[config.mk]
export PLATFORM = sky130hd
export DESIGN_NAME = cacheSequencer
export DESIGN_NICKNAME = d
export VERILOG_FILES = /design/src/common/cachePkg.sv /design/src/logic/cacheSequencer.sv /design/src/logic/cycleArbiter.sv /design/src/logic/cycleResolver.sv /design/src/logic/wayMatch.sv
export SDC_FILE = /design/constraint.sdc
export NUM_CORES = 1
export LEC_CHECK = 0
export BUFFER_PORTS_ARGS = -buffer_cell sky130_fd_sc_hd__clkbuf_2
export CAP_MARGIN = 25
export CORE_UTILIZATION = 38
export CTS_CLUSTER_SIZE = 24
export DETAILED_ROUTE_END_ITERATION = 10
export HOLD_SLACK_MARGIN = 0.06
export PLACE_DENSITY = 0.69
export SLEW_MARGIN = 10
export SYNTH_ARGS = -nofsm -noshare
export SYNTH_HDL_FRONTEND = slang
export SYNTH_SLANG_ARGS = --single-unit
[constraint.sdc]
create_clock -name clk -period 2.7 [get_ports clk]
set_input_delay 0.27 -clock clk [delete_from_list [all_inputs] [get_ports clk]]
set_output_delay 0.27 -clock clk [all_outputs]
set_load 0.005 [all_outputs]
[src/common/cachePkg.sv]
package cachePkg;

  // Cycle type vector bit positions
  localparam int CycCca = 0;
  localparam int CycChan = 1;
  localparam int CycMb = 2;
  localparam int CycEbox = 3;

  // One bit per requester
  localparam int NumCycTypes = 4;

  // Cache associativity unless the top level overrides it
  localparam int DefaultNumWays = 4;

endpackage

[src/logic/cacheSequencer.sv]
`timescale 1ns/1ns

module cacheSequencer #(
  parameter int NumWays = cachePkg::DefaultNumWays
) (
  input  logic                         clk,
  input  logic                         reset,
  input  logic                         mbReq,
  input  logic                         chanReq,
  input  logic                         eboxReq,
  input  logic                         ccaReq,
  input  logic                         eboxRead,
  input  logic                         cacheBit,
  input  logic [NumWays-1:0]           wayValidMatch,
  input  logic [NumWays-1:0]           wayWritten,
  input  logic [NumWays-1:0]           wayWordValid,
  input  logic [$clog2(NumWays)-1:0]   lruSel,
  input  logic                         coreDataValid,
  output logic                         mbGrant,
  output logic                         chanGrant,
  output logic                         eboxGrant,
  output logic                         ccaGrant,
  output logic                         cacheIdle,
  output logic                         mbCyc,
  output logic                         chanCyc,
  output logic                         eboxCyc,
  output logic                         ccaCyc,
  output logic                         mboxResp,
  output logic                         cacheWrite,
  output logic                         writebackStart,
  output logic                         coreReadReq
);
  import cachePkg::*;

  logic [NumCycTypes-1:0] cycleType;
  logic readCycle;
  logic t2;
  logic t3;
  logic cycleDone;
  logic anyValidMatch;
  logic readFound;
  logic writtenMatch;
  logic victimWritten;

  assign mbCyc = cycleType[CycMb];
  assign chanCyc = cycleType[CycChan];
  assign eboxCyc = cycleType[CycEbox];
  assign ccaCyc = cycleType[CycCca];

  cycleArbiter u_cycleArbiter (
    .clk       (clk),
    .reset     (reset),
    .mbReq     (mbReq),
    .chanReq   (chanReq),
    .eboxReq   (eboxReq),
    .ccaReq    (ccaReq),
    .eboxRead  (eboxRead),
    .cycleDone (cycleDone),
    .mbGrant   (mbGrant),
    .chanGrant (chanGrant),
    .eboxGrant (eboxGrant),
    .ccaGrant  (ccaGrant),
    .cycleType (cycleType),
    .readCycle (readCycle),
    .cacheIdle (cacheIdle),
    .t2        (t2),
    .t3        (t3)
  );

  wayMatch #(
    .NumWays (NumWays)
  ) u_wayMatch (
    .clk           (clk),
    .reset         (reset),
    .t2            (t2),
    .wayValidMatch (wayValidMatch),
    .wayWritten    (wayWritten),
    .wayWordValid  (wayWordValid),
    .lruSel        (lruSel),
    .anyValidMatch (anyValidMatch),
    .readFound     (readFound),
    .writtenMatch  (writtenMatch),
    .victimWritten (victimWritten)
  );

  cycleResolver u_cycleResolver (
    .clk            (clk),
    .reset          (reset),
    .t2             (t2),
    .t3             (t3),
    .cycleType      (cycleType),
    .readCycle      (readCycle),
    .cacheBit       (cacheBit),
    .anyValidMatch  (anyValidMatch),
    .readFound      (readFound),
    .writtenMatch   (writtenMatch),
    .victimWritten  (victimWritten),
    .coreDataValid  (coreDataValid),
    .mboxResp       (mboxResp),
    .cacheWrite     (cacheWrite),
    .writebackStart (writebackStart),
    .coreReadReq    (coreReadReq),
    .cycleDone      (cycleDone)
  );

endmodule

[src/logic/cycleArbiter.sv]
`timescale 1ns/1ns

module cycleArbiter (
  input  logic                               clk,
  input  logic                               reset,
  input  logic                               mbReq,
  input  logic                               chanReq,
  input  logic                               eboxReq,
  input  logic                               ccaReq,
  input  logic                               eboxRead,
  input  logic                               cycleDone,
  output logic                               mbGrant,
  output logic                               chanGrant,
  output logic                               eboxGrant,
  output logic                               ccaGrant,
  output logic [cachePkg::NumCycTypes-1:0]   cycleType,
  output logic                               readCycle,
  output logic                               cacheIdle,
  output logic                               t2,
  output logic                               t3
);
  import cachePkg::*;

  logic [NumCycTypes-1:0] grantVec;
  logic anyGrant;
  logic t0;
  logic t1;

  // Idle whenever no cycle type is held
  assign cacheIdle = ~|cycleType;

  // Fixed priority from memory buffer down to sweep
  always_comb begin
    mbGrant = cacheIdle & mbReq;
    chanGrant = cacheIdle & ~mbReq & chanReq;
    eboxGrant = cacheIdle & ~mbReq & ~chanReq & eboxReq;
    ccaGrant = cacheIdle & ~mbReq & ~chanReq & ~eboxReq & ccaReq;
  end

  always_comb begin
    grantVec = '0;
    grantVec[CycMb] = mbGrant;
    grantVec[CycChan] = chanGrant;
    grantVec[CycEbox] = eboxGrant;
    grantVec[CycCca] = ccaGrant;
  end

  assign anyGrant = |grantVec;

  // Cycle type held from grant until the done pulse
  always_ff @(posedge clk) begin
    if (reset) begin
      cycleType <= '0;
      readCycle <= 1'b0;
    end else if (anyGrant) begin
      cycleType <= grantVec;
      readCycle <= eboxGrant & eboxRead;
    end else if (cycleDone) begin
      cycleType <= '0;
      readCycle <= 1'b0;
    end
  end

  // One start bit per grant walks the T0..T3 chain
  always_ff @(posedge clk) begin
    if (reset) begin
      t0 <= 1'b0;
      t1 <= 1'b0;
      t2 <= 1'b0;
      t3 <= 1'b0;
    end else begin
      t0 <= anyGrant;
      t1 <= t0;
      t2 <= t1;
      t3 <= t2;
    end
  end

endmodule

[src/logic/cycleResolver.sv]
`timescale 1ns/1ns

module cycleResolver (
  input  logic                               clk,
  input  logic                               reset,
  input  logic                               t2,
  input  logic                               t3,
  input  logic [cachePkg::NumCycTypes-1:0]   cycleType,
  input  logic                               readCycle,
  input  logic                               cacheBit,
  input  logic                               anyValidMatch,
  input  logic                               readFound,
  input  logic                               writtenMatch,
  input  logic                               victimWritten,
  input  logic                               coreDataValid,
  output logic                               mboxResp,
  output logic                               cacheWrite,
  output logic                               writebackStart,
  output logic                               coreReadReq,
  output logic                               cycleDone
);
  import cachePkg::*;

  logic cacheBitHeld;
  logic mbCyc;
  logic eboxCyc;
  logic sweepCyc;
  logic readHitT3;
  logic readMissT3;
  logic writeT3;
  logic victimDirty;
  logic coreReadDone;
  logic fillDone;

  always_comb begin
    mbCyc = cycleType[CycMb];
    eboxCyc = cycleType[CycEbox];
    // Channel and sweep both only look for dirty lines
    sweepCyc = cycleType[CycChan] | cycleType[CycCca];
  end

  always_comb begin
    readHitT3 = t3 & eboxCyc & readCycle & readFound;
    readMissT3 = t3 & eboxCyc & readCycle & ~readFound;
    writeT3 = t3 & eboxCyc & ~readCycle;
    // Allocation on a miss evicts the LRU way
    victimDirty = cacheBitHeld & ~anyValidMatch & victimWritten;
    coreReadDone = coreReadReq & coreDataValid;
  end

  always_ff @(posedge clk) begin
    if (t2) begin
      cacheBitHeld <= cacheBit;
    end
  end

  // Core read wait ends on core data valid
  always_ff @(posedge clk) begin
    if (reset) begin
      coreReadReq <= 1'b0;
      fillDone <= 1'b0;
    end else begin
      coreReadReq <= readMissT3 | (coreReadReq & ~coreDataValid);
      fillDone <= coreReadDone;
    end
  end

  always_comb begin
    mboxResp = readHitT3 | writeT3 | fillDone;

    cacheWrite = (t3 & mbCyc) |
                 (writeT3 & (anyValidMatch | cacheBitHeld)) |
                 (fillDone & cacheBitHeld);

    writebackStart = (t3 & sweepCyc & anyValidMatch & writtenMatch) |
                     (readMissT3 & victimDirty) |
                     (writeT3 & victimDirty);

    // A read miss finishes only after the core data arrives
    cycleDone = (t3 & ~readMissT3) | fillDone;
  end

endmodule

[src/logic/wayMatch.sv]
`timescale 1ns/1ns

module wayMatch #(
  parameter int NumWays = cachePkg::DefaultNumWays
) (
  input  logic                         clk,
  input  logic                         reset,
  input  logic                         t2,
  input  logic [NumWays-1:0]           wayValidMatch,
  input  logic [NumWays-1:0]           wayWritten,
  input  logic [NumWays-1:0]           wayWordValid,
  input  logic [$clog2(NumWays)-1:0]   lruSel,
  output logic                         anyValidMatch,
  output logic                         readFound,
  output logic                         writtenMatch,
  output logic                         victimWritten
);

  logic anyValidMatchIn;
  logic readFoundIn;
  logic writtenMatchIn;
  logic victimWrittenIn;

  always_comb begin
    anyValidMatchIn = |wayValidMatch;
    // Hit needs the word itself valid in the matching way
    readFoundIn = |(wayValidMatch & wayWordValid);
    writtenMatchIn = |(wayValidMatch & wayWritten);
    victimWrittenIn = wayWritten[lruSel];
  end

  always_ff @(posedge clk) begin
    if (reset) begin
      anyValidMatch <= 1'b0;
      readFound <= 1'b0;
      writtenMatch <= 1'b0;
      victimWritten <= 1'b0;
    end else if (t2) begin
      anyValidMatch <= anyValidMatchIn;
      readFound <= readFoundIn;
      writtenMatch <= writtenMatchIn;
      victimWritten <= victimWrittenIn;
    end
  end

endmodule

==> metrics.md <==
| Metric | Value |
|---|---|
| Max frequency | `528 MHz` |
| Total gr overflow | `0` |
| Crit path max-delay cell type | `or4_4` |
| Final setup fails | `0` |
| Synth area leaders | `dfxtp_1, nor2_1, a22oi_1` |
| Pwr/cell area | `501 nW/um^2` |
| Worst-Skew Late Latency | `280 ps` |
| Synthesis-to-finish area growth | `31.5%` |
| Post-synth top area share | `42.0%` |
| Worst r2r dst | `u_cycleArbiter.cycleType[1]$_SDFFE_PP0P_` |
| Placeable Area | `1750 sq um` |
| Routed len/inst | `11.3 um` |
| Maximum clock path buffer count | `2` |
| CP cell instances | `or4_4, clkinv_4, nand4b_1, inv_1, clkbuf_2` |
| DRC viols | `0` |
| Final Critical Period | `1890 ps` |
| Post-CTS Setup Repair Bufs | `0` |
| Seq. cell area | `330 sq um` |
| Num CTS Buffers | `3` |
| Crit-path max cell delay | `590 ps` |
| Max_slew headroom | `75.0%` |
| CP max FO | `7` |
| Number of synthesis warnings | `0` |
| Htree depth | `1` |
| DP HPWL | `1.28 mm` |
| Path type of the worst min-delay path | `input port to flop` |
| Initial antenna violation count | `0` |
| CTS tree | `built` |
| Vias post-DR | `721` |
| Pleak | `0.444 nW` |
| Placer congestion estimate | `0.780` |
| Ys flop type | `dfxtp_1` |
| Die width | `45.4 um` |
| Clock sink count | `16` |
| Crit Path Category | `flop to primary output` |
| Seq cells post-synth | `16` |
| Peak VDD IR | `0.344 mV` |
| Initial DRC Count | `8` |
| Max_cap viols | `0` |
| Placed cell count | `134` |
| IO Pins | `36` |
| Hold Buf Count CTS | `0` |
| RSZ-0062 raised after global routing | `no` |
| Worst setup EP type | `primary output` |
| Final nets | `137` |
| Worst Hold Launch | `cacheBit` |
| Slew @ Worst Pin | `372 ps` |
| Total wire length | `1.56 mm` |
| Die area | `2060 sq um` |
| Antenna diodes | `0` |
| Fin. max-slew vios | `0` |
| Fraction of layout cells with a size suffix above 1 | `37.2%` |
| Critical Path Start Type | `flop` |
| Fill cells | `182` |
| Worst clock skew | `0.995 ps` |
| Dominant cell type by area after synthesis | `dfxtp_1` |
| Row Count | `15` |
| Largest net degree at the start of global routing | `16` |
| Number of global-route vias before repair | `600` |
| Period utilization | `70.2%` |
| Multi-input gate area | `354 sq um` |
| Post-synth ARST share | `0%` |
| Post-synth net total | `99` |
| Hold depth | `1` |
| Root Driver | `clkbuf_4` |
| R2R Setup Slk | `1320 ps` |
| Hold Path Sink | `u_cycleResolver.cacheBitHeld$_DFFE_PP_` |
| Critical Path AT | `1620 ps` |
| Status | `finished, final reports clean` |
| Worst R2R Path Depth | `4` |
| Setup TNS | `0 ps` |
| EDFF count, synth | `1` |
| Post-Syn Instances | `76` |
| Worst r2r src | `u_cycleArbiter.cycleType[3]$_SDFFE_PP0P_` |
| Initial Util | `41.0%` |
| Distinct cells, synth | `33` |
| GRT Util Overall | `16.4%` |
| Hold Fails Final Rpt | `0` |
| First-pass DRT Iterations | `4` |
| First-pass GRT wire length | `2.44 mm` |
| Sequential area share after synthesis | `46.2%` |
| Most common cell after layout, fill and taps aside | `clkbuf_2` |
| Post-Synthesis Mean Instance Area | `9.42 sq um` |
| Cell area after synthesis | `716 sq um` |
| Final cell count without fillers | `138` |
| DR vias/cell | `5.22` |
| Commonest non-fill, non-tap cells in the layout | `clkbuf_2, dfxtp_1, nor2_1` |
| Chip height | `45.4 um` |
| Remaining antenna violation count | `0` |
| Worst-path clk slew | `80 ps` |
| PortBufs | `35` |
| CP required | `2430 ps` |
| Post-CTS resize count | `0` |
[routing by layer]
| layer | up-vias | track usage [%] | wire length (um) | part of all wire (%) |
|---|---|---|---|---|
| met5 | - | 0 | 0 | 0 |
| met4 | 0 | 3.03 | 0 | 0 |
| met3 | 0 | 5.95 | 100 | 6.4 |
| met2 | 29 | 27.1 | 770 | 49 |
| met1 | 331 | 20.5 | 693 | 44 |
| li1 | 361 | - | - | - |
[per-stage QoR]
step                      utilization [%]  cell area (sq um)  worst slack, ps  power [W]  hold WS (ps)
final                                53.9                941              806   0.000471           161
after global routing                 53.9                941              746   0.000501           140
after CTS                            53.9                941              797   0.000478           150
after detailed placement             52.4                915             1120   0.000351           436
after global placement               52.4                915             1160   0.000349           423
after floorplan                         -                716             1270   0.000310           342
[registers in the layout, summed over array words and instances, names as in the netlist]
| register | cells |
|---|---|
| u_cycleArbiter.t3 | 1 |
| u_cycleResolver.fillDone | 1 |
| u_wayMatch.anyValidMatch | 1 |
| u_cycleArbiter.readCycle | 1 |
| u_wayMatch.writtenMatch | 1 |
| u_cycleResolver.cacheBitHeld | 1 |
| u_cycleArbiter.t2 | 1 |
| u_cycleArbiter.cycleType | 4 |
| u_wayMatch.readFound | 1 |
| u_wayMatch.victimWritten | 1 |
| u_cycleResolver.coreReadReq | 1 |
| u_cycleArbiter.t0 | 1 |
| u_cycleArbiter.t1 | 1 |
[critical path: cells and delay by family, from the launching register on]
family | cells | cell delay [ps]
and+or+nand+nor | 2 | 700
DFF | 1 | 380
buffers and inverters | 3 | 260
[power by group]
group | switching (W) | leakage (nW) | internal (W)
registers | 0.0000121 | 0.131 | 0.000251
logic | 0.0000379 | 0.298 | 0.0000438
clock network | 0.0000690 | 0.0150 | 0.0000573
total | 0.000119 | 0.444 | 0.000352
[Yosys cell counts, types with 2 or more instances]
cell type	instances
a21oi_1	4
a22oi_1	4
a311oi_1	2
clkbuf_1	2
dfxtp_1	15
inv_1	4
nand2_1	3
nand4_1	2
nor2_1	9
nor2b_1	4
nor4_1	2
o21ai_0	3
o21ai_1	2
[area by class of cell]
type	count	area share, %
Tap cell	25	3.32
Clock buffer	4	2.79
Inverter	5	2.53
Sequential cell	16	35.1
Timing Repair Buffer	35	18.6
Multi-Input combinational cell	53	37.6
[worst max-delay path by stage]
stage                                        startpoint         to  cells past startpoint
2_1_floorplan  u_cycleArbiter.cycleType[3]$_SDFFE_PP0P_   ccaGrant                      4
3_3_place_gp   u_cycleArbiter.cycleType[3]$_SDFFE_PP0P_   ccaGrant                      5
3_5_place_dp   u_cycleArbiter.cycleType[3]$_SDFFE_PP0P_   ccaGrant                      5
4_1_cts        u_cycleArbiter.cycleType[3]$_SDFFE_PP0P_   ccaGrant                      5
5_1_grt        u_cycleArbiter.cycleType[3]$_SDFFE_PP0P_  chanGrant                      5
6_report       u_cycleArbiter.cycleType[3]$_SDFFE_PP0P_   ccaGrant                      5
[cells by family after synthesis]
group | Yosys count | share of synthesized area [%]
buf+inv | 7 | 4.37
compound gates | 24 | 23.4
mux | 2 | 4.55
flops | 16 | 46.2
simple gates | 27 | 21.5
No activity file was read; power rests on OpenSTA's default activity.
